`src/source/tlb_cfg.svh`:
```
// sizes and constants of the translation buffer
// included by the package and by every module that needs a width or a code
`ifndef TLB_CFG_SVH
`define TLB_CFG_SVH

// set-associative geometry
`define TLB_SETS 64
`define TLB_INDEX_W 6
`define TLB_WAYS 4

// address split, 4 KiB pages
`define TLB_ADDR_W 48
`define TLB_PAGE_W 12
`define TLB_VPN_W 36

// page number sent out on a miss, and the exception it raises
`define TLB_MISS_PAGE 36'h010
`define TLB_EXC_MISS 16'hA001

// top address nibble of the untranslated windows
`define TLB_WIN_PHYS_C 4'hC
`define TLB_WIN_PHYS_D 4'hD
`define TLB_WIN_MMIO 4'hF

`endif

```
`src/source/tlbPkg.sv`:
```
// types shared by the translation buffer RTL and its testbench
// modules take them with a wildcard import in their header
`include "tlb_cfg.svh"

package tlbPkg;

	// ring slot opcodes, IDLE marks an empty slot
	typedef enum logic [7:0] {
		IDLE = 8'h00,
		LDTLB = 8'h01,
		INVTLB = 8'h02,
		LDX = 8'h90,
		STX = 8'hA0
	} tlbOp_e;

	typedef logic [`TLB_INDEX_W-1:0] tlbIndex_t;
	typedef logic [$clog2(`TLB_WAYS)-1:0] tlbWay_t;

	// one slot on the request ring
	typedef struct packed {
		tlbOp_e op;
		logic missFlag;
		logic [15:0] seq;
		logic [`TLB_ADDR_W-1:0] addr;
		logic [127:0] data;
	} memReq_t;

	// translation entry, LDTLB carries it in data[87:0]
	typedef struct packed {
		logic [`TLB_VPN_W-1:0] vpn;
		logic [`TLB_VPN_W-1:0] ppn;
		logic [15:0] asid;
	} tlbEntry_t;

	typedef struct packed {
		logic enable;
		logic [15:0] asid;
	} mmuCtrl_t;

	// code 0 means no exception
	typedef struct packed {
		logic [15:0] code;
		logic [`TLB_ADDR_W-1:0] faultAddr;
	} tlbExc_t;

	// all ways of one set, way 0 is the most recent
	typedef struct packed {
		tlbEntry_t [`TLB_WAYS-1:0] entries;
		logic [`TLB_WAYS-1:0] valid;
	} tlbSet_t;

endpackage

```
`src/source/tlbMatch.sv`:
```
// tag compare over all ways of the read set
// picks the lowest hitting way and forms the translated address
`include "tlb_cfg.svh"

module tlbMatch
	import tlbPkg::*;
(
	input tlbSet_t set,
	input logic [`TLB_ADDR_W-1:0] addr,
	input logic [15:0] asid,
	output logic hit,
	output tlbWay_t hitWay,
	output logic [`TLB_ADDR_W-1:0] physAddr
);

	logic [`TLB_WAYS-1:0] wayHit;
	logic [`TLB_VPN_W-1:0] vpn;
	logic [`TLB_VPN_W-1:0] hitPpn;

	assign vpn = addr[`TLB_ADDR_W-1:`TLB_PAGE_W];

	// per-way compare of page number and address space
	always_comb
	begin
		for (int w = 0; w < `TLB_WAYS; w++)
		begin
			wayHit[w] = set.valid[w]
				&& (set.entries[w].vpn == vpn)
				&& (set.entries[w].asid == asid);
		end
	end

	assign hit = |wayHit;

	// walk down so the lowest way wins
	always_comb
	begin
		hitWay = '0;
		for (int w = `TLB_WAYS - 1; w >= 0; w--)
		begin
			if (wayHit[w])
				hitWay = tlbWay_t'(w);
		end
	end

	assign hitPpn = set.entries[hitWay].ppn;

	// physical address keeps the page offset
	always_comb
	begin
		physAddr = {hitPpn, addr[`TLB_PAGE_W-1:0]};
		// low physical memory is reached through the C window
		if (physAddr[`TLB_ADDR_W-1 -: 4] == 4'h0)
			physAddr[`TLB_ADDR_W-1 -: 4] = `TLB_WIN_PHYS_C;
	end

endmodule

```
`config.mk`:
```
export PLATFORM = sky130hd
export DESIGN_NAME = tlbMatch
export DESIGN_NICKNAME = d
export VERILOG_FILES = /design/src/source/tlbPkg.sv /design/src/source/tlbMatch.sv
export VERILOG_INCLUDE_DIRS = /design/src /design/src/source
export SDC_FILE = /design/constraint.sdc
export NUM_CORES = 1
export LEC_CHECK = 0
export ABC_AREA = 1
export BUFFER_PORTS_ARGS = -buffer_cell sky130_fd_sc_hd__buf_4
export CAP_MARGIN = 20
export CORE_AREA = 2 2 185 187
export DETAILED_ROUTE_END_ITERATION = 12
export DIE_AREA = 0 0 187 189
export GPL_ROUTABILITY_DRIVEN = 0
export SYNTH_ARGS = -nofsm -noshare
export SYNTH_HDL_FRONTEND = slang
export SYNTH_SLANG_ARGS = --single-unit
```
`constraint.sdc`:
```
create_clock -name vclk -period 2.8
set_input_delay 0.56 -clock vclk [all_inputs]
set_output_delay 0.56 -clock vclk [all_outputs]
set_load 0.05 [all_outputs]
```
==> results.md <==
* I/O Buffers at 447
* Synth Net Count at 1,919
* Synth top area cells: nand2_1 36%, inv_1 13%, nor2_1 12%, o21ai_0 5.0%, o22ai_1 3.7%
* Clock group share of total power at 0%
* Routed len/inst at 19.8 um
* Reg area at 0 um2
* Vias/cell at 4.76
* Io pins at 471
* Seq pwr share at 0%
* Layout cell share with drive strength beyond 1 at 52.6%
* Hold Path End: physAddr[4]
* LEAKAGE at 8.24 nW
* WP data arrival at 2.70 ns
* Most frequent cells in the layout: 606 x buf_4, 525 x nand2_1, 200 x inv_1
* Yosys top cell by area: nand2_1
* Die width at 187 um
* Starting density of the core at 19.9%
* Final wirelength at 52.3 mm
* DRC violations left at 0
* Tmin final at 3.26 ns
* First-pass GRT wire length at 73.0 mm
* Commonest non-fill, non-tap cell in the layout: buf_4
* Final core occ at 45.4%
* Total GRT Usage at 27.4%
* Initial DRC count at 1,005
* Startpoint Class: input port
* Die height at 189 um
* Hold_sp: addr[4]
* Critical path class: in -> out
* Antenna violations before repair at 6
* Sequential cells at 0
* Hold Buf Count CTS at 0
* Syn. warnings at 0
* Fillcell total at 3,396
* Final worst setup slack at -0.460 ns
* Synth unique cells at 37
* Final ANT Viol Nets at 0
* Final cell count without fillers at 2,648
* Row count at 67
* Hold WC Path Type: in -> out
* P_sw at 1.15 mW
* Placed Instances at 2,601
* Final-report setup violation count at 39
* Failing checks: setup timing
* DP Worst Slack at -0.646 ns
* Final period util at 116%
* Core Region at 33,300 um2
* Final hold violation count at 0
* Crit path required time at 2.24 ns
* Synth-to-Final Area Change at 128%
* Final nets at 2,616
* Total internal power at 1.05 mW
* Die area at 35,300 um2
* Hold Path Cell Cnt at 0
* Worst-Margin Slew at 0.412 ns
* Vias at 12,600
* Slew margin rel. at 72.4%
* Max-Cap Viols at 0
* Combinational power share at 100.0%
* Status: finished with violations
* Critical path fanouts, max at 3
* Global route overflow at 0
* Synthesized area at 6620 um2
* Timing-limited maximum frequency at 307 MHz
* Worst vdd ir at 76.8 uV
* Register area share after synthesis at 0%
* Drt pass-1 iters at 5
* Switching power as a share of total power at 52.4%
* CLK BUF at 0
* Share of Yosys cell area claimed by the top area cell type at 35.8%
* Final slew viol count at 0
* Number of global-route vias before repair at 11,900
* PwrDens at 145 nW/um2
* DP Wirelength at 43.9 mm
* Post-Syn Instances at 1,499
* Critical Path Sink Type: output pin
* RSZ-0062 raised after global routing: true
* Mapped Avg Cell Area at 4.42 um2
* Largest net degree at the start of global routing at 30
* Worst hold slack at 1.12 ns
==> power by group through the flow <==
stage	clock network (mW)	logic (mW)	registers (mW)
after detailed placement	0	1.87	0
after floorplan	0	0.782	0
final	0.000000287	2.20	0
after CTS	0	2.02	0
after global routing	0.000000239	2.33	0
after global placement	0	1.86	0
==> final cells by class <==
class / instances / area, um2 / area share (%)
timing repair buffer: 734 / 6340 / 41.9
multi-input combinational: 1203 / 7180 / 47.5
tap: 448 / 561 / 3.71
antenna: 6 / 15.0 / 0.0993
inverter: 257 / 1030 / 6.80
==> routing by layer <==
metal,part of all wire (%),track usage [%],vias to the layer above
met5,0,0,-
met4,5.8,11.6,0
met3,8.5,4.04,153
met2,45,45.5,718
met1,40,35.2,5723
li1,-,-,5999
==> worst max path at each step <==
stage	start	slack, ns	to
after floorplan	addr[25]	-0.09	physAddr[46]
after global placement	asid[3]	-0.63	physAddr[46]
after detailed placement	addr[35]	-0.65	physAddr[46]
after CTS	asid[3]	-0.38	physAddr[46]
after global routing	addr[44]	-0.57	physAddr[47]
final	addr[44]	-0.46	physAddr[46]
==> cell usage after synthesis (all sizes together) <==
cell type  count
nand2        637
inv          257
nor2         209
o21ai        102
nand3         44
buf           41
o22ai         39
a21oi         35
nand4         33
or2           27
xnor2         25
xor2          17
nor3          13
nand3b         8
nor3b          3
and2           2
o21bai         2
a211oi         1
a21boi         1
and3           1
clkbuf         1
nor4           1
==> per-stage QoR <==
| step | total power [mW] | TNS, ns | cell area (um2) |
|---|---|---|---|
| 2_1_floorplan | 0.782 | -2.21 | 6970 |
| 3_3_place_gp | 1.86 | -20.79 | 12500 |
| 3_5_place_dp | 1.87 | -21.00 | 12500 |
| 4_1_cts | 2.02 | -11.62 | 14000 |
| 5_1_grt | 2.33 | -18.16 | 15100 |
| 6_report | 2.20 | -14.01 | 15100 |
==> worst max-delay path, cell delays in order <==
cell      delay, ns
buf_4          0.12
buf_6          0.11
inv_2          0.04
nand2_2        0.06
nand2_4        0.06
buf_4          0.13
nor2_2         0.09
nand2_1        0.08
nor2_2         0.13
nand2_1        0.11
nor2_2         0.13
nand2_2        0.10
o21ai_4        0.11
inv_2          0.09
nor2_4         0.16
nand3_2        0.11
nand2_2        0.13
nand2_4        0.08
o21bai_4       0.12
buf_8          0.16
==> cells by family after synthesis <==
kind of cell,count (synthesis),share of synthesized area [%]
AO/OA/AOI/OAI,180,15.1
buffers and inverters,299,19.0
AND/OR/NAND/NOR,978,60.3
XOR/XNOR,42,5.55
==> repair_timing <==
item                                    4_1_cts  5_1_grt
endpoints found under the setup margin       39       39
resized for setup                           326      255
buffers inserted                             14       18
pin swaps                                    71       95
cloned                                        9        5
Note: power is estimated with default switching activity, not from simulation.
