`src/source/tlb_cfg.svh`:
```
// sizes and constants of the translation buffer
// included by the package and by every module that needs a width or a code
`ifndef TLB_CFG_SVH
`define TLB_CFG_SVH

// set-associative geometry
`define TLB_SETS 64
`define TLB_INDEX_W 6
`define TLB_WAYS 4

// address split, 4 KiB pages
`define TLB_ADDR_W 48
`define TLB_PAGE_W 12
`define TLB_VPN_W 36

// page number sent out on a miss, and the exception it raises
`define TLB_MISS_PAGE 36'h010
`define TLB_EXC_MISS 16'hA001

// top address nibble of the untranslated windows
`define TLB_WIN_PHYS_C 4'hC
`define TLB_WIN_PHYS_D 4'hD
`define TLB_WIN_MMIO 4'hF

`endif

```
`src/source/tlbPkg.sv`:
```
// types shared by the translation buffer RTL and its testbench
// modules take them with a wildcard import in their header
`include "tlb_cfg.svh"

package tlbPkg;

	// ring slot opcodes, IDLE marks an empty slot
	typedef enum logic [7:0] {
		IDLE = 8'h00,
		LDTLB = 8'h01,
		INVTLB = 8'h02,
		LDX = 8'h90,
		STX = 8'hA0
	} tlbOp_e;

	typedef logic [`TLB_INDEX_W-1:0] tlbIndex_t;
	typedef logic [$clog2(`TLB_WAYS)-1:0] tlbWay_t;

	// one slot on the request ring
	typedef struct packed {
		tlbOp_e op;
		logic missFlag;
		logic [15:0] seq;
		logic [`TLB_ADDR_W-1:0] addr;
		logic [127:0] data;
	} memReq_t;

	// translation entry, LDTLB carries it in data[87:0]
	typedef struct packed {
		logic [`TLB_VPN_W-1:0] vpn;
		logic [`TLB_VPN_W-1:0] ppn;
		logic [15:0] asid;
	} tlbEntry_t;

	typedef struct packed {
		logic enable;
		logic [15:0] asid;
	} mmuCtrl_t;

	// code 0 means no exception
	typedef struct packed {
		logic [15:0] code;
		logic [`TLB_ADDR_W-1:0] faultAddr;
	} tlbExc_t;

	// all ways of one set, way 0 is the most recent
	typedef struct packed {
		tlbEntry_t [`TLB_WAYS-1:0] entries;
		logic [`TLB_WAYS-1:0] valid;
	} tlbSet_t;

endpackage

```
`src/source/tlbReplace.sv`:
```
// rewrites one set for an LDTLB insert or a hit promotion
// the new set goes to all ways at once, back-to-back writes are dropped
`include "tlb_cfg.svh"

module tlbReplace
	import tlbPkg::*;
(
	input logic clock,
	input logic reset,
	input logic hold,
	input memReq_t req,
	input logic lookupActive,
	input tlbSet_t set,
	input logic hit,
	input tlbWay_t hitWay,
	output logic writeEnable,
	output tlbIndex_t writeIndex,
	output tlbSet_t newSet
);

	tlbEntry_t loadEntry;
	logic wantWrite;
	logic lastWrite;

	assign loadEntry = tlbEntry_t'(req.data[$bits(tlbEntry_t)-1:0]);

	// LDTLB indexes by its entry, everything else by the address
	assign writeIndex = (req.op == LDTLB) ? loadEntry.vpn[`TLB_INDEX_W-1:0]
		: req.addr[`TLB_PAGE_W +: `TLB_INDEX_W];

	always_comb
	begin
		newSet = set;
		wantWrite = 1'b0;
		if (req.op == LDTLB)
		begin
			// insert at way 0, last way falls out
			wantWrite = 1'b1;
			newSet.entries[0] = loadEntry;
			newSet.valid[0] = 1'b1;
			for (int w = 1; w < `TLB_WAYS; w++)
			begin
				newSet.entries[w] = set.entries[w-1];
				newSet.valid[w] = set.valid[w-1];
			end
		end
		else if (lookupActive && hit && (hitWay != '0))
		begin
			// move the hit to the front, ways above it stay
			wantWrite = 1'b1;
			newSet.entries[0] = set.entries[hitWay];
			newSet.valid[0] = 1'b1;
			for (int w = 1; w < `TLB_WAYS; w++)
			begin
				if (w <= int'(hitWay))
				begin
					newSet.entries[w] = set.entries[w-1];
					newSet.valid[w] = set.valid[w-1];
				end
			end
		end
	end

	// a set read right after a write is stale, so skip that write
	assign writeEnable = wantWrite && !lastWrite;

	always_ff @(posedge clock)
	begin
		if (reset)
			lastWrite <= 1'b0;
		else if (!hold)
			lastWrite <= writeEnable;
	end

endmodule

```
`config.mk`:
```
export PLATFORM = sky130hd
export DESIGN_NAME = tlbReplace
export DESIGN_NICKNAME = d
export VERILOG_FILES = /design/src/source/tlbPkg.sv /design/src/source/tlbReplace.sv
export VERILOG_INCLUDE_DIRS = /design/src /design/src/source
export SDC_FILE = /design/constraint.sdc
export NUM_CORES = 1
export LEC_CHECK = 0
export BUFFER_PORTS_ARGS = -buffer_cell sky130_fd_sc_hd__buf_2
export CORE_AREA = 2 2 358 360
export DETAILED_ROUTE_END_ITERATION = 6
export DIE_AREA = 0 0 360 362
export PLACE_DENSITY = 0.3
export SLEW_MARGIN = 20
export SYNTH_ARGS = -nofsm -noshare
export SYNTH_HDL_FRONTEND = slang
export SYNTH_SLANG_ARGS = --single-unit
```
`constraint.sdc`:
```
create_clock -name clock -period 1.8 [get_ports clock]
set_input_delay 0.18 -clock clock [delete_from_list [all_inputs] [get_ports clock]]
set_output_delay 0.18 -clock clock [all_outputs]
set_load 0.005 [all_outputs]
```
==> qor.yml <==
global_routing:
  grt_pass1_vias: 12500
  grt_usage_pct: 13.6
  antenna_found_initial: 99
  overflow: 0
  busiest_layer: "met2"
  grt.met1_usage_pct: 17.9
  grt_pass1_wl_um: 121000
  met3_usage_pct: 3.90
  grt_max_degree: 44
  met2_usage_pct: 22.4
critical_path:
  start_kind: "input port"
  path_cells: "buf_6, nor4b_4, buf_6, buf_6, a32oi_4, buf_12, buf_12, clkbuf_16, mux2_2, buf_2"
  worst-path-buf-inv: 7
  crit_path_frequent_cell: "buf_6"
  crit_required_ns: 1.62
  end_kind: "output pin"
  cp_top_family: "buffers and inverters"
  cp_slowest_stage_delay_ns: 0.33
  crit_path_max_fanout: 6
  critPathKind: "in2out"
  cp_slowest_cell: "mux2_2"
  crit_arrival_ns: 1.86
synth:
  synth_cells: 934
  yosysUniqueCellTypes: 27
  ys_ff_latch: 1
  ys_seq_area_share_pct: 0.277
  syn_avg_cell_area_um2: 7.75
  syn_area_mm2: 0.00723
  synth_warnings: 0
  syn-num-nets: 1498
route:
  dr.first_iter.drc_count: 802
  routed_wl_um: 95900
  drc_errors: 0
  routedWlPerCell_um: 27.5
  via_count: 12400
  drtPass1Iterations: 5
  ant_nets: 0
  vias_per_cell: 3.55
layout:
  final_cells: 3489
  multi_input_area_mm2: 0.00719
  regMostFlops: "lastWrite"
  syn_to_final_growth_pct: 124
  regArea_um2: 20.0
  post-route-util_pct: 12.8
  nets: 2369
  fillerInstances: 14800
  drive_above_1_share_pct: 68.7
  final_cell_mix: "buf_2 (734), mux2_2 (128), buf_6 (103)"
  top_regs: "lastWrite (1)"
  largest_reg_flops: 1
  layout_commonest_cell: "buf_2"
clocking:
  postCtsHoldBufs: 0
  clk_latency_ns: 0
  clkTransAtPathRegs_ns: 0
placed_design:
  gp_congestion: 0.837
  io_buffers: 827
  dp.cells: 3427
  detailed_place_hpwl_um: 79500
timing:
  rsz0062_at_grt: "yes"
  clock_skew_ns: 0
  min_period_ns: 2.04
  max_freq_ghz: 0.490
  finalSetupViolCount: 353
  finalHoldViolations: 0
  finalCritPeriodShare_pct: 113
  setup_ws_ns: -0.242
  slew_headroom_pct: 60.6
  tightest_slew_ns: 0.591
  report.final.slew_viol_count: 0
power:
  p_switching_mw: 2.00
  p_leak_nw: 7.72
  pwr-share-clk_pct: 0
  peakVddDrop_mv: 0.0835
  seqPwrFrac_pct: 0.6
  p_per_area_mw_per_mm2: 248
  p_int_mw: 2.03
  p_sw_share_pct: 49.6
  p_comb_share_pct: 99.4
floorplanning:
  die_height_um: 362
  core_mm2: 0.127
  num_rows: 131
  die_x_um: 360
  boundaryPins: 927
  fp.dieArea_mm2: 0.130
  start_util_pct: 5.71
status:
  status: "finished, violations left"
  violations: "negative setup slack"
worst_hold_path:
  hp-class: "in2reg"
job:
  maxCapViolations: 0
==> repair_timing <==
action | in CTS | in global routing
pin swaps | 5 | 0
endpoints found under the setup margin | 363 | 355
setup buffers | 19 | 2
gates cloned | 15 | 4
gates resized for setup | 166 | 104
==> layout make-up <==
type | count | share of cell area [%]
sequential | 1 | 0.123
antenna | 24 | 0.370
multi-input combinational | 817 | 44.3
tap | 1662 | 12.8
timing repair buffer | 985 | 42.4
==> per-stage QoR <==
stage               hold slack, ns  area, µm²  setup slack, ns  TNS (ns)  total power, mW
global route                 0.427      16200           -0.275    -69.92             4.29
floorplan                    0.294       7230            0.109         0             1.34
global placement             0.395      14200           -0.460    -95.29             3.51
CTS                          0.401      15600           -0.250    -57.56             3.90
finish                       0.401      16200           -0.242    -53.82             4.03
detailed placement           0.401      14200           -0.490    -96.15             3.48
==> per-layer routing <==
metal / wire, µm / share of wire (%)
met1: 41500 / 43
met3: 8530 / 8.9
met2: 43000 / 45
met5: 266 / 0.28
met4: 2570 / 2.7
==> synthesized netlist by cell type <==
| cell type | instances | share of area, % |
|---|---|---|
| a211o_1 | 88 | 11 |
| a21boi_1 | 1 | 0.10 |
| a21oi_1 | 88 | 6.1 |
| a22oi_2 | 1 | 0.17 |
| a31oi_1 | 88 | 7.6 |
| a32oi_2 | 1 | 0.22 |
| and2_1 | 1 | 0.087 |
| buf_1 | 7 | 0.36 |
| buf_2 | 31 | 2.1 |
| buf_4 | 9 | 0.93 |
| buf_6 | 9 | 1.4 |
| clkbuf_1 | 60 | 3.1 |
| dfxtp_1 | 1 | 0.28 |
| mux2_1 | 97 | 15 |
| mux2_2 | 176 | 27 |
| mux2i_1 | 88 | 12 |
| nand2_1 | 91 | 4.7 |
| nand2b_1 | 1 | 0.087 |
| nor2_1 | 1 | 0.052 |
| nor3_1 | 88 | 6.1 |
| nor4_4 | 1 | 0.29 |
| nor4b_4 | 1 | 0.33 |
| o211ai_2 | 1 | 0.17 |
| o22ai_1 | 1 | 0.087 |
| or3_1 | 1 | 0.087 |
| or4_1 | 1 | 0.10 |
| or4b_1 | 1 | 0.14 |
==> cell families (layout without fill, tap and decap cells) <==
group | count (synthesis) | in the layout | synth area share [%]
buf+inv | 116 | 985 | 7.96
simple gates | 187 | 187 | 12.0
flops | 1 | 1 | 0.277
other cells | 0 | 24 | 0
mux | 361 | 361 | 54.7
compound gates | 269 | 269 | 25.1
==> worst paths after layout <==
check / from / depth (start not counted) / endpoint / slack [ns]
setup / recovery: req[193] / 10 / newSet[269] / -0.24
hold / removal: reset / 2 / lastWrite / 0.40
setup reg to reg: lastWrite / 2 / lastWrite / 0.88
hold reg to reg: lastWrite / 2 / lastWrite / 0.55
==> worst reg2reg max path, cell delays in order (launching register included) <==
cell and delay, ns:
dfxtp_1 0.35, or3_1 0.38, o22ai_1 0.12
==> power by group through the flow <==
stage	clock network, mW	registers (mW)	logic [mW]
after global placement	0	0.0246	3.48
final	0.00000167	0.0248	4.01
after detailed placement	0	0.0244	3.46
after CTS	0	0.0244	3.88
after global routing	0.000000300	0.0247	4.27
after floorplan	0	0.0238	1.31
Note: power is estimated with default switching activity, not from simulation.
