**src/source/tlb_cfg.svh**
```systemverilog
// sizes and constants of the translation buffer
// included by the package and by every module that needs a width or a code
`ifndef TLB_CFG_SVH
`define TLB_CFG_SVH

// set-associative geometry
`define TLB_SETS 64
`define TLB_INDEX_W 6
`define TLB_WAYS 4

// address split, 4 KiB pages
`define TLB_ADDR_W 48
`define TLB_PAGE_W 12
`define TLB_VPN_W 36

// page number sent out on a miss, and the exception it raises
`define TLB_MISS_PAGE 36'h010
`define TLB_EXC_MISS 16'hA001

// top address nibble of the untranslated windows
`define TLB_WIN_PHYS_C 4'hC
`define TLB_WIN_PHYS_D 4'hD
`define TLB_WIN_MMIO 4'hF

`endif

```
**src/source/tlbPkg.sv**
```systemverilog
// types shared by the translation buffer RTL and its testbench
// modules take them with a wildcard import in their header
`include "tlb_cfg.svh"

package tlbPkg;

	// ring slot opcodes, IDLE marks an empty slot
	typedef enum logic [7:0] {
		IDLE = 8'h00,
		LDTLB = 8'h01,
		INVTLB = 8'h02,
		LDX = 8'h90,
		STX = 8'hA0
	} tlbOp_e;

	typedef logic [`TLB_INDEX_W-1:0] tlbIndex_t;
	typedef logic [$clog2(`TLB_WAYS)-1:0] tlbWay_t;

	// one slot on the request ring
	typedef struct packed {
		tlbOp_e op;
		logic missFlag;
		logic [15:0] seq;
		logic [`TLB_ADDR_W-1:0] addr;
		logic [127:0] data;
	} memReq_t;

	// translation entry, LDTLB carries it in data[87:0]
	typedef struct packed {
		logic [`TLB_VPN_W-1:0] vpn;
		logic [`TLB_VPN_W-1:0] ppn;
		logic [15:0] asid;
	} tlbEntry_t;

	typedef struct packed {
		logic enable;
		logic [15:0] asid;
	} mmuCtrl_t;

	// code 0 means no exception
	typedef struct packed {
		logic [15:0] code;
		logic [`TLB_ADDR_W-1:0] faultAddr;
	} tlbExc_t;

	// all ways of one set, way 0 is the most recent
	typedef struct packed {
		tlbEntry_t [`TLB_WAYS-1:0] entries;
		logic [`TLB_WAYS-1:0] valid;
	} tlbSet_t;

endpackage

```
**src/source/tlbPipe.sv**
```systemverilog
// request pipeline of the TLB, one stage register and one output register
// decides per request between translation, miss, window bypass and pass-through
`include "tlb_cfg.svh"

module tlbPipe
	import tlbPkg::*;
(
	input logic clock,
	input logic reset,
	input logic hold,
	input mmuCtrl_t ctrl,
	input memReq_t reqIn,
	input logic hit,
	input logic [`TLB_ADDR_W-1:0] physAddr,
	output tlbIndex_t readIndex,
	output memReq_t stageReq,
	output logic lookupActive,
	output logic invalidate,
	output memReq_t reqOut,
	output tlbExc_t excOut
);

	tlbEntry_t inEntry;
	logic [3:0] topNibble;
	logic isAccess;
	logic isPhys;
	logic isMmio;
	memReq_t nextReq;
	tlbExc_t nextExc;

	// set index is taken from the raw input so the arrays read in parallel
	assign inEntry = tlbEntry_t'(reqIn.data[$bits(tlbEntry_t)-1:0]);
	assign readIndex = (reqIn.op == LDTLB) ? inEntry.vpn[`TLB_INDEX_W-1:0]
		: reqIn.addr[`TLB_PAGE_W +: `TLB_INDEX_W];

	always_ff @(posedge clock)
	begin
		if (reset)
			stageReq <= '{op: IDLE, default: '0};
		else if (!hold)
			stageReq <= reqIn;
	end

	// stage 1 decode
	assign topNibble = stageReq.addr[`TLB_ADDR_W-1 -: 4];
	assign isAccess = (stageReq.op == LDX) || (stageReq.op == STX);
	assign isPhys = (topNibble == `TLB_WIN_PHYS_C) || (topNibble == `TLB_WIN_PHYS_D);
	assign isMmio = (topNibble == `TLB_WIN_MMIO);
	assign lookupActive = ctrl.enable && isAccess && !isPhys && !isMmio;
	assign invalidate = (stageReq.op == INVTLB);

	always_comb
	begin
		nextReq = stageReq;
		nextExc = '0;
		if (lookupActive)
		begin
			if (hit)
				nextReq.addr = physAddr;
			else
			begin
				// miss page keeps the offset for the handler
				nextReq.addr = {`TLB_MISS_PAGE, stageReq.addr[`TLB_PAGE_W-1:0]};
				nextReq.missFlag = 1'b1;
				nextExc.code = `TLB_EXC_MISS;
				nextExc.faultAddr = stageReq.addr;
			end
		end
		else if (ctrl.enable && isAccess && isPhys)
			nextReq.addr[`TLB_ADDR_W-1 -: 4] = `TLB_WIN_PHYS_C;
	end

	// exception leaves together with its request
	always_ff @(posedge clock)
	begin
		if (reset)
		begin
			reqOut <= '{op: IDLE, default: '0};
			excOut <= '0;
		end
		else if (!hold)
		begin
			reqOut <= nextReq;
			excOut <= nextExc;
		end
	end

endmodule

```
**config.mk**
```make
export PLATFORM = sky130hd
export DESIGN_NAME = tlbPipe
export DESIGN_NICKNAME = d
export VERILOG_FILES = /design/src/source/tlbPkg.sv /design/src/source/tlbPipe.sv
export VERILOG_INCLUDE_DIRS = /design/src /design/src/source
export SDC_FILE = /design/constraint.sdc
export NUM_CORES = 1
export LEC_CHECK = 0
export BUFFER_PORTS_ARGS = -buffer_cell sky130_fd_sc_hd__buf_2
export CAP_MARGIN = 20
export CORE_AREA = 3 3 292 294
export DETAILED_ROUTE_END_ITERATION = 16
export DIE_AREA = 0 0 295 297
export GPL_TIMING_DRIVEN = 0
export MAX_ROUTING_LAYER = met4
export PLACE_DENSITY_LB_ADDON = 0.08
export REMOVE_ABC_BUFFERS = 1
export SYNTH_ARGS = -nofsm -noshare
export SYNTH_HDL_FRONTEND = slang
export SYNTH_SLANG_ARGS = --single-unit
export TNS_END_PERCENT = 50
```
**constraint.sdc**
```tcl
create_clock -name clock -period 3.2 [get_ports clock]
set_input_delay 0.48 -clock clock [delete_from_list [all_inputs] [get_ports clock]]
set_output_delay 0.48 -clock clock [all_outputs]
set_load 0.02 [all_outputs]
```
==> summary.md, run 1 <==
| Metric | Value |
|---|---|
| Synth Area per Inst | `10.3 µm²` |
| WP data required | `2.72 ns` |
| Internal power contribution | `10600 µW` |
| Parity-gate share of the synthesized area counting xor and xnor cells | `0.0495%` |
| Synth async-reset ratio | `0%` |
| Routed vias | `13900` |
| Overall global routing resource usage | `14.7%` |
| Switching Power | `3710 µW` |
| Number of sinks driven by the clock tree | `451` |
| DRT antenna net count | `0` |
| Worst path arrival time | `2.43 ns` |
| Placed cell count | `3247` |
| Tightest Hold Check Type | `in2reg` |
| Total congestion overflow after global routing | `0` |
| CTS clk-pin slew, worst paths | `0.06 ns` |
| Number of cells on the worst reg-to-reg path | `8` |
| Worst Hold Slack | `0.106 ns` |
| Comb power frac | `11.2%` |
| Capture point of the worst path | `lookupActive` |
| Worst-margin pin slew | `1.09 ns` |
| Number of synthesized register bits | `451` |
| Placed Area | `21200 µm²` |
| Number of detailed-routing iterations run before antenna repair | `4` |
| Non-filler cells, final | `3369` |
| Startpoint of the worst register-to-register path | `stageReq[198]` |
| Worst-path maximum fanout | `31` |
| Min Clock Period, post-route | `2.91 ns` |
| Average via count per standard cell | `4.14` |
| Global-route wire length before repair | `94.7 mm` |
| Sequential cell area in the final layout | `9030 µm²` |
| Insertion delay of the later-clocked pin in the worst-skew pair | `0.60 ns` |
| EDFF count, synth | `0` |
| Die area | `87600 µm²` |
| CTS hold repair buffers | `0` |
| Unrepaired setup endpoints after global routing | `false` |
| Number of DRC markers after the initial detailed-route iteration | `531` |
| Primary FF master, synth | `sky130_fd_sc_hd__dfxtp_1` |
| Top cells by instance count after synthesis | `sky130_fd_sc_hd__dfxtp_1 (451), sky130_fd_sc_hd__nor2_1 (356), sky130_fd_sc_hd__mux2i_1 (353)` |
| Max H-tree Level | `2` |
| Largest net degree at the start of global routing | `126` |
| Area fraction in and, or, nand and nor cells after synthesis | `9.75%` |
| Gate Count Post-Synth | `1720` |
| Rows | `106` |
| Clock tree skew after final layout | `0.0290 ns` |
| Peak supply drop | `0.375 mV` |
| Pwr/cell area | `614 nW/µm²` |
| Area taken by multi-input logic gates | `6740 µm²` |
| Worst rel slew slack | `27.3%` |
| Total power | `14300 µW` |
| Cts bufs inserted | `56` |
| Top-area cell type share of the netlist area | `51.0%` |
| Part of the Yosys area used for sequential elements | `51.0%` |
| Die Width | `295 µm` |
| Max frequency | `0.343 GHz` |
| Fraction of synthesized area in multiplexers | `20.4%` |
| Post-route standard cell area excluding fillers | `23200 µm²` |
| Final RePlAce weighted congestion | `0.737` |
| Dominant combinational cell family by area after synthesis | `multiplexers` |
| Fraction of layout instances using a drive strength above 1 | `37.4%` |
| Initial core utilization | `21.3%` |
| Final Max Tran Viols | `0` |
| Total count of hold-check failures in the final report | `0` |
| Routed Wire Length | `65.3 mm` |
| Detail Placement HPWL | `47.6 mm` |
| Arithmetic-cell share of the synthesized area counting full adders, half adders and majority gates | `0%` |
| Run status | `finished clean` |
| Setup TNS Final | `0 ns` |
| Capture instance of the worst register-to-register path | `reqOut[138]` |
| TritonCTS clock tree | `built` |
| Kind of start point of the critical path | `register` |
| Residual DRC count | `0` |
| Total of buffers placed on input and output ports | `714` |
| Class of the most critical setup path | `reg2out` |
| Net count of the finished layout | `2497` |
| Worst reg2reg setup slack | `0.54 ns` |
| Synth-to-Final Area Change | `31.2%` |
| Layout fillers | `9006` |
| Critical path capture point type | `output port` |
| Core area | `83200 µm²` |
| Cell types with the largest area share after synthesis | `sky130_fd_sc_hd__dfxtp_1 (51%), sky130_fd_sc_hd__mux2i_1 (20%), sky130_fd_sc_hd__nor2_1 (7.6%), sky130_fd_sc_hd__buf_4 (7.3%), sky130_fd_sc_hd__a22o_1 (2.4%)` |
| Number of antenna violations at the first check in global routing | `16` |
| Final routed wire length divided by cell count | `19.4 µm` |
| Cell accounting for the most synthesized area | `sky130_fd_sc_hd__dfxtp_1` |
| Most common cell in the netlist | `sky130_fd_sc_hd__dfxtp_1` |
| Final-report setup violation count | `0` |
| Net Sw Frac | `26.0%` |
| Die Span Y | `297 µm` |
| Clk buf depth | `3` |
| Static leakage | `0.0115 µW` |
| Fin crit share | `91.1%` |
| Critical path launch point | `stageReq[198]` |
| Compound-Gate Fraction of Synth Area | `7.55%` |
| Yosys warning total | `0` |
| Part of the power in the clock network | `46.3%` |
| Clock root cell | `sky130_fd_sc_hd__clkbuf_16` |
| Synthesized cell area | `17700 µm²` |
| Number of distinct library cell variants in the gate-level netlist after synthesis | `37` |
| I/O pin cnt | `744` |
| Max Cap Viol | `0` |
| Part of the power in registers | `42.5%` |
| Vias in the first global route | `13900` |
cell type report:
type                            count  area share, %
Timing Repair Buffer              730           17.0
Tap cell                         1080           5.82
Clock buffer                       87           7.23
Multi-Input combinational cell    940           29.0
Clock inverter                     18           1.07
Antenna cell                       15          0.162
Inverter                           48          0.787
Sequential cell                   451           38.9
sequential cells by signal (all words and copies together) (netlist names):
name / flops
excOut: 49
reqOut: 201
stageReq: 201
metal layers:
layer / GRT usage [%] / up-vias / part of all wire [%]
li1: - / 6736 / -
met1: 16.1 / 6668 / 39
met4: 3.47 / 0 / 1.8
met5: - / - / 0
met2: 25.6 / 454 / 51
met3: 4.99 / 73 / 8.4
cells by family (layout without fill, tap and decap cells):
logic type / after synthesis / after routing
flip-flops: 451 / 451
AND/OR/NAND/NOR: 420 / 420
multiplexers: 359 / 359
buffers and inverters: 341 / 883
AO/OA/AOI/OAI: 147 / 147
other: 1 / 28
XOR/XNOR: 1 / 1
how the worst min path moves through the flow:
stage                            from             to  slack (ns)  cells past startpoint
after global routing       reqIn[113]  stageReq[113]        0.07                      3
after detailed placement   excOut[15]     excOut[15]        0.46                      1
final                        reqIn[5]    stageReq[5]        0.11                      3
after global placement    reqOut[167]    reqOut[167]        0.46                      2
after floorplan           reqOut[140]    reqOut[140]        0.54                      2
after CTS                   reqIn[97]   stageReq[97]        0.04                      3
metrics by stage:
stage / util (%) / setup WS, ns
final: 27.9 / 0.285
after CTS: 27.9 / 0.0321
after global routing: 27.9 / 0.0167
after floorplan: - / -0.261
after global placement: 25.1 / -13.72
after detailed placement: 25.5 / -0.00385
power groups by stage:
stage / Combinational (µW) / Clock (µW) / Sequential (µW)
6_report: 1600 / 6600 / 6060
5_1_grt: 1740 / 7120 / 6090
4_1_cts: 1640 / 6900 / 6060
3_5_place_dp: 1630 / 0 / 6180
3_3_place_gp: 1890 / 0 / 6170
2_1_floorplan: 447 / 0 / 6470
timing repair:
item / in CTS / in global routing
setup endpoints to repair: 49 / 1
pin swaps: 2 / 0
buffers inserted: 2 / 0
resized for setup: 1 / 1
critical path: stages (launching register included):
cell                        delay (ns)
sky130_fd_sc_hd__dfxtp_1          0.53
sky130_fd_sc_hd__xor2_1           0.30
sky130_fd_sc_hd__o2111ai_4        0.24
sky130_fd_sc_hd__inv_4            0.24
sky130_fd_sc_hd__buf_12           0.23
sky130_fd_sc_hd__buf_2            0.22
cells in the final DEF, fill, tap and decap left out, types with 13 or more instances in the layout:
cell,Yosys,layout
sky130_fd_sc_hd__mux2i_1,353,353
sky130_fd_sc_hd__inv_1,47,47
sky130_fd_sc_hd__a2111oi_0,14,14
sky130_fd_sc_hd__nor2_1,356,356
sky130_fd_sc_hd__buf_2,48,712
sky130_fd_sc_hd__dfxtp_1,451,450
sky130_fd_sc_hd__clkbuf_1,68,16
sky130_fd_sc_hd__clkbuf_8,0,14
sky130_fd_sc_hd__a2111oi_2,20,20
sky130_fd_sc_hd__conb_1,1,13
sky130_fd_sc_hd__a22o_1,48,48
sky130_fd_sc_hd__diode_2,0,15
sky130_fd_sc_hd__a211oi_1,35,35
sky130_fd_sc_hd__clkbuf_16,0,57
sky130_fd_sc_hd__nor3_1,35,35
Note: power is estimated with default switching activity, not from simulation.
==> run 2, diff against run 1 <==
--- a/config.mk
+++ b/config.mk
@@ -8,9 +8,9 @@
 export LEC_CHECK = 0
 export BUFFER_PORTS_ARGS = -buffer_cell sky130_fd_sc_hd__buf_2
 export CAP_MARGIN = 20
-export CORE_AREA = 3 3 292 294
+export CORE_AREA = 3 3 287 289
 export DETAILED_ROUTE_END_ITERATION = 16
-export DIE_AREA = 0 0 295 297
+export DIE_AREA = 0 0 290 292
 export GPL_TIMING_DRIVEN = 0
 export MAX_ROUTING_LAYER = met4
 export PLACE_DENSITY_LB_ADDON = 0.08
==> summary.md, run 2 (synthesis gave the netlist of run 1 again) <==
| Metric | Value |
|---|---|
| Core area | `80200 µm²` |
| Total count of hold-check failures in the final report | `0` |
| Total power | `13800 µW` |
| Initial core utilization | `22.1%` |
| Worst path arrival time | `2.48 ns` |
| Residual DRC count | `0` |
| Insertion delay of the later-clocked pin in the worst-skew pair | `0.60 ns` |
| Max H-tree Level | `2` |
| WP data required | `2.72 ns` |
| Pwr/cell area | `599 nW/µm²` |
| Tightest Hold Check Type | `in2reg` |
| Synth-to-Final Area Change | `30.0%` |
| Switching Power | `3640 µW` |
| Final Max Tran Viols | `0` |
| Routing usage on met1 | `16.2%` |
| Number of DRC markers after the initial detailed-route iteration | `460` |
| Fraction of layout instances using a drive strength above 1 | `36.9%` |
| Part of the power in the clock network | `44.4%` |
| Top Family by Delay on Critical Path | `simple AND/OR/NAND/NOR gates` |
| Largest registers | `reqOut x201, stageReq x201, excOut x49` |
| Clock tree skew after final layout | `0.0236 ns` |
| Slowest cell delay on critical path | `0.63 ns` |
| Number of detailed-routing iterations run before antenna repair | `4` |
| Cts bufs inserted | `55` |
| Combined buffer and inverter count along the critical path | `2` |
| Critical path capture point type | `output port` |
| Final RePlAce weighted congestion | `0.761` |
| Die Width | `290 µm` |
| Net count of the finished layout | `2494` |
| Worst-path maximum fanout | `6` |
| Most common cell after layout, fill and taps aside | `sky130_fd_sc_hd__buf_2` |
| Max frequency | `0.338 GHz` |
| Kind of start point of the critical path | `primary input` |
| CTS clk-pin slew, worst paths | `0.05 ns` |
| Commonest non-fill, non-tap cells in the layout | `sky130_fd_sc_hd__buf_2 (712), sky130_fd_sc_hd__dfxtp_1 (451), sky130_fd_sc_hd__nor2_1 (356)` |
| Placed cell count | `3226` |
| CP Cell Sequence | `buf_2 -> nor4_1 -> nand2_1 -> mux2_2 -> buf_2` |
| Global-route wire length before repair | `91.6 mm` |
| Overall global routing resource usage | `14.5%` |
| Layout fillers | `8638` |
| I/O pin cnt | `744` |
| Unrepaired setup endpoints after global routing | `false` |
| Static leakage | `0.0114 µW` |
| Part of the power in registers | `44.1%` |
| Worst rel slew slack | `31.7%` |
| Met2 track demand over resource | `24.8%` |
| Die Span Y | `292 µm` |
| Min Clock Period, post-route | `2.96 ns` |
| Internal power contribution | `10100 µW` |
| Peak supply drop | `0.379 mV` |
| Clock root cell | `sky130_fd_sc_hd__clkbuf_16` |
| Vias in the first global route | `13700` |
| Final routed wire length divided by cell count | `18.9 µm` |
| Share of the core filled with cells in the final layout | `28.7%` |
| Comb power frac | `11.5%` |
| Class of the most critical setup path | `in2out` |
| Top cell by count, worst path | `sky130_fd_sc_hd__buf_2` |
| Rows | `104` |
| Most utilized layer in the global route result | `met2` |
| Worst-margin pin slew | `1.02 ns` |
| Setup TNS Final | `0 ns` |
| Routed vias | `13700` |
| Largest net degree at the start of global routing | `137` |
| Non-filler cells, final | `3334` |
| Fin worst setup slack | `0.243 ns` |
| Die area | `84700 µm²` |
| TritonCTS clock tree | `built` |
| DRT antenna net count | `0` |
| Run status | `finished clean` |
| Max Cap Viol | `0` |
| Fin crit share | `92.4%` |
| Net Sw Frac | `26.4%` |
| Number of antenna violations at the first check in global routing | `8` |
| Average via count per standard cell | `4.12` |
| Routed Wire Length | `63.1 mm` |
| Worst-case setup slack after placement | `-0.544 ns` |
| Number of sinks driven by the clock tree | `451` |
| Detail Placement HPWL | `45.6 mm` |
| Clk buf depth | `3` |
| Total congestion overflow after global routing | `0` |
| Met3 GRT Util | `4.65%` |
| Library cell contributing the largest single delay on the critical path | `sky130_fd_sc_hd__nand2_1` |
| Total of buffers placed on input and output ports | `714` |
| Final-report setup violation count | `0` |
## run 2: changes by cell type in the layout (fill, tap and decap cells not counted), moves of 2 or more
cell	delta
sky130_fd_sc_hd__clkbuf_8	-2
sky130_fd_sc_hd__clkbuf_1	+5
sky130_fd_sc_hd__buf_12	-2
sky130_fd_sc_hd__bufinv_16	-4
sky130_fd_sc_hd__diode_2	-7
sky130_fd_sc_hd__buf_4	-2
sky130_fd_sc_hd__clkinv_2	-4
## run 2: worst paths after layout
check	from	end	slack [ns]	cells past startpoint
hold reg to reg	reqOut[141]	reqOut[141]	0.47	2
hold / removal	reqIn[122]	stageReq[122]	0.11	3
setup reg to reg	stageReq[195]	excOut[8]	0.50	6
setup / recovery	reqIn[197]	readIndex[2]	0.24	5
## run 2: layer usage
| layer | part of all wire, % | vias up |
|---|---|---|
| met4 | 2.4 | 0 |
| met5 | 0 | - |
| met3 | 7.4 | 85 |
| met2 | 50 | 450 |
| met1 | 40 | 6501 |
| li1 | - | 6710 |
## run 2: power by group through the flow
stage	clock network [µW]	logic (µW)	registers, µW
floorplan	0	447	6470
global placement	0	1870	6180
detailed placement	0	1610	6190
CTS	6410	1620	6070
global route	6610	1710	6100
finish	6120	1580	6060
## run 2: through the flow
stage          hold slack, ns  area (µm²)
6_report                0.112       23000
5_1_grt                0.0679       23000
4_1_cts                0.0516       23000
3_5_place_dp            0.460       21200
3_3_place_gp            0.458       20800
2_1_floorplan           0.543       15900
## run 2: cell type report
cell class | instances | area [µm²] | share of cell area (%)
diodes | 8 | 20.0 | 0.0871
clock buffers | 89 | 1650 | 7.15
clock inverters | 10 | 115 | 0.501
inverters | 48 | 193 | 0.838
multi-input cells | 940 | 6740 | 29.3
flip-flops and latches | 451 | 9030 | 39.3
well taps | 1060 | 1330 | 5.77
repair buffers | 728 | 3930 | 17.1
## run 2: worst register-to-register path: stages, from the launching register on
cell and delay [ns]:
sky130_fd_sc_hd__dfxtp_1 0.36, sky130_fd_sc_hd__nor4_4 0.48, sky130_fd_sc_hd__o2111ai_4 0.31, sky130_fd_sc_hd__inv_12 0.28, sky130_fd_sc_hd__and3_2 0.75, sky130_fd_sc_hd__buf_12 0.28
sky130_fd_sc_hd__a22o_1 0.18
## run 2: timing repair
item	4_1_cts	5_1_grt
buffers inserted	1	0
hold buffers	0	0
resized for setup	5	0
setup endpoints to repair	50	0
==> run 3, diff against run 2 <==
--- a/config.mk
+++ b/config.mk
@@ -8,9 +8,9 @@
 export LEC_CHECK = 0
 export BUFFER_PORTS_ARGS = -buffer_cell sky130_fd_sc_hd__buf_2
 export CAP_MARGIN = 20
-export CORE_AREA = 3 3 287 289
+export CORE_AREA = 3 3 289 291
 export DETAILED_ROUTE_END_ITERATION = 16
-export DIE_AREA = 0 0 290 292
+export DIE_AREA = 0 0 292 294
 export GPL_TIMING_DRIVEN = 0
 export MAX_ROUTING_LAYER = met4
 export PLACE_DENSITY_LB_ADDON = 0.08
==> summary.md, run 3 (synthesis gave the netlist of run 1 again) <==
| Metric | Value |
|---|---|
| Die Span Y | `294 µm` |
| Average via count per standard cell | `4.12` |
| Max Cap Viol | `0` |
| Vias in the first global route | `13600` |
| Net Sw Frac | `26.3%` |
| Share of the core filled with cells in the final layout | `28.5%` |
| Commonest non-fill, non-tap cells in the layout | `sky130_fd_sc_hd__buf_2 (712), sky130_fd_sc_hd__dfxtp_1 (451), sky130_fd_sc_hd__nor2_1 (356)` |
| Comb power frac | `11.4%` |
| Insertion delay of the later-clocked pin in the worst-skew pair | `0.59 ns` |
| Clk buf depth | `3` |
| Rows | `104` |
| Synth-to-Final Area Change | `30.3%` |
| Largest registers | `reqOut x201, stageReq x201, excOut x49` |
| Part of the power in registers | `43.6%` |
| Internal power contribution | `10200 µW` |
| Worst rel slew slack | `32.9%` |
| Final-report setup violation count | `0` |
| Number of detailed-routing iterations run before antenna repair | `5` |
| Worst path arrival time | `2.41 ns` |
| Clock root cell | `sky130_fd_sc_hd__clkbuf_16` |
| Library cell contributing the largest single delay on the critical path | `sky130_fd_sc_hd__nor4_4` |
| Peak supply drop | `0.350 mV` |
| Number of antenna violations at the first check in global routing | `6` |
| Overall global routing resource usage | `14.5%` |
| Worst-path maximum fanout | `40` |
| Switching Power | `3650 µW` |
| Total count of hold-check failures in the final report | `0` |
| Pwr/cell area | `602 nW/µm²` |
| Worst-margin pin slew | `1.01 ns` |
| Initial core utilization | `21.9%` |
| Cts bufs inserted | `57` |
| Fraction of layout instances using a drive strength above 1 | `37.3%` |
| I/O pin cnt | `744` |
| Slowest cell delay on critical path | `0.51 ns` |
| Part of the power in the clock network | `44.9%` |
| Post-route standard cell area excluding fillers | `23100 µm²` |
| CTS clk-pin slew, worst paths | `0.06 ns` |
| CP Cell Sequence | `nor4_4 -> o2111ai_4 -> buf_16 -> inv_8 -> buf_2` |
| Final RePlAce weighted congestion | `0.764` |
| Max frequency | `0.346 GHz` |
| Critical path capture point type | `output port` |
| Number of sinks driven by the clock tree | `451` |
| Clock tree skew after final layout | `0.0119 ns` |
| Total congestion overflow after global routing | `0` |
| Die Width | `292 µm` |
| Min Clock Period, post-route | `2.89 ns` |
| Number of DRC markers after the initial detailed-route iteration | `474` |
| Residual DRC count | `0` |
| Class of the most critical setup path | `reg2out` |
| DRT antenna net count | `0` |
| WP data required | `2.72 ns` |
| Worst Hold Slack | `0.119 ns` |
| Unrepaired setup endpoints after global routing | `false` |
| CTS hold repair buffers | `0` |
| Most common cell after layout, fill and taps aside | `sky130_fd_sc_hd__buf_2` |
| Max H-tree Level | `2` |
| Total power | `13900 µW` |
| Static leakage | `0.0114 µW` |
| Core area | `80800 µm²` |
| Tightest Hold Check Type | `in2reg` |
| Net count of the finished layout | `2497` |
| Final Max Tran Viols | `0` |
| Kind of start point of the critical path | `register` |
| Placed Area | `21200 µm²` |
| Detail Placement HPWL | `46.9 mm` |
| Final routed wire length divided by cell count | `19.2 µm` |
| Die area | `85800 µm²` |
| Run status | `finished clean` |
| Fin crit share | `90.3%` |
| Routed vias | `13700` |
| TritonCTS clock tree | `built` |
| Largest net degree at the start of global routing | `134` |
| Global-route wire length before repair | `92.1 mm` |
| Total of buffers placed on input and output ports | `714` |
| Routed Wire Length | `64.0 mm` |
## run 3: changes by cell type in the layout (fill, tap and decap cells not counted), sizes merged
| cell | before | now |
|---|---|---|
| buf | 728 | 729 |
| clkinvlp | 0 | 1 |
| clkinv | 7 | 9 |
| diode | 8 | 7 |
| clkbuf | 89 | 87 |
## run 3: per-layer routing
| metal | track usage [%] | up-vias | share of wire (%) |
|---|---|---|---|
| met2 | 25.9 | 428 | 51 |
| met1 | 15.6 | 6527 | 39 |
| li1 | - | 6714 | - |
| met5 | - | - | 0 |
| met3 | 4.71 | 77 | 7.8 |
| met4 | 3.73 | 0 | 2.2 |
## run 3: worst max-delay path, delay by kind of cell (launching register included)
kind	cells	cell delay, ns
AO/OA/AOI/OAI	1	0.23
buffers and inverters	3	0.71
flip-flops	1	0.35
AND/OR/NAND/NOR	1	0.51
## run 3: layout make-up
type                            count  area, µm²
Antenna cell                        7       17.5
Clock buffer                       87       1690
Clock inverter                     13        125
Fill cell                        8745      57800
Inverter                           48        188
Multi-Input combinational cell    940       6740
Sequential cell                   451       9030
Tap cell                         1060       1330
Timing Repair Buffer              729       3940
## run 3: worst paths after layout
kind / start / to / slack (ns) / cells past startpoint
worst min register to register: excOut[37] / excOut[37] / 0.47 / 1
worst max register to register: stageReq[193] / excOut[47] / 0.39 / 7
worst min-delay path: reqIn[134] / stageReq[134] / 0.12 / 3
worst max-delay path: stageReq[193] / lookupActive / 0.31 / 5
## run 3: stage by stage
stage | worst slack [ns] | cells | setup TNS [ns]
CTS | 0.202 | 3327 | 0
global placement | -13.19 | 3213 | -3871.80
finish | 0.309 | 3335 | 0
detailed placement | -0.546 | 3226 | -21.61
floorplan | -0.261 | 1439 | -12.70
global route | 0.146 | 3333 | 0
## run 3: power by group through the flow
stage	clock, µW	sequential [µW]	combinational (µW)
after floorplan	0	6470	447
after global placement	0	6180	1880
after detailed placement	0	6190	1620
after CTS	6530	6070	1620
after global routing	6740	6100	1720
final	6240	6060	1590
## run 3: what timing repair did
item	in CTS	in global routing
setup buffers	1	0
resized for setup	3	0
endpoints found under the setup margin	50	0
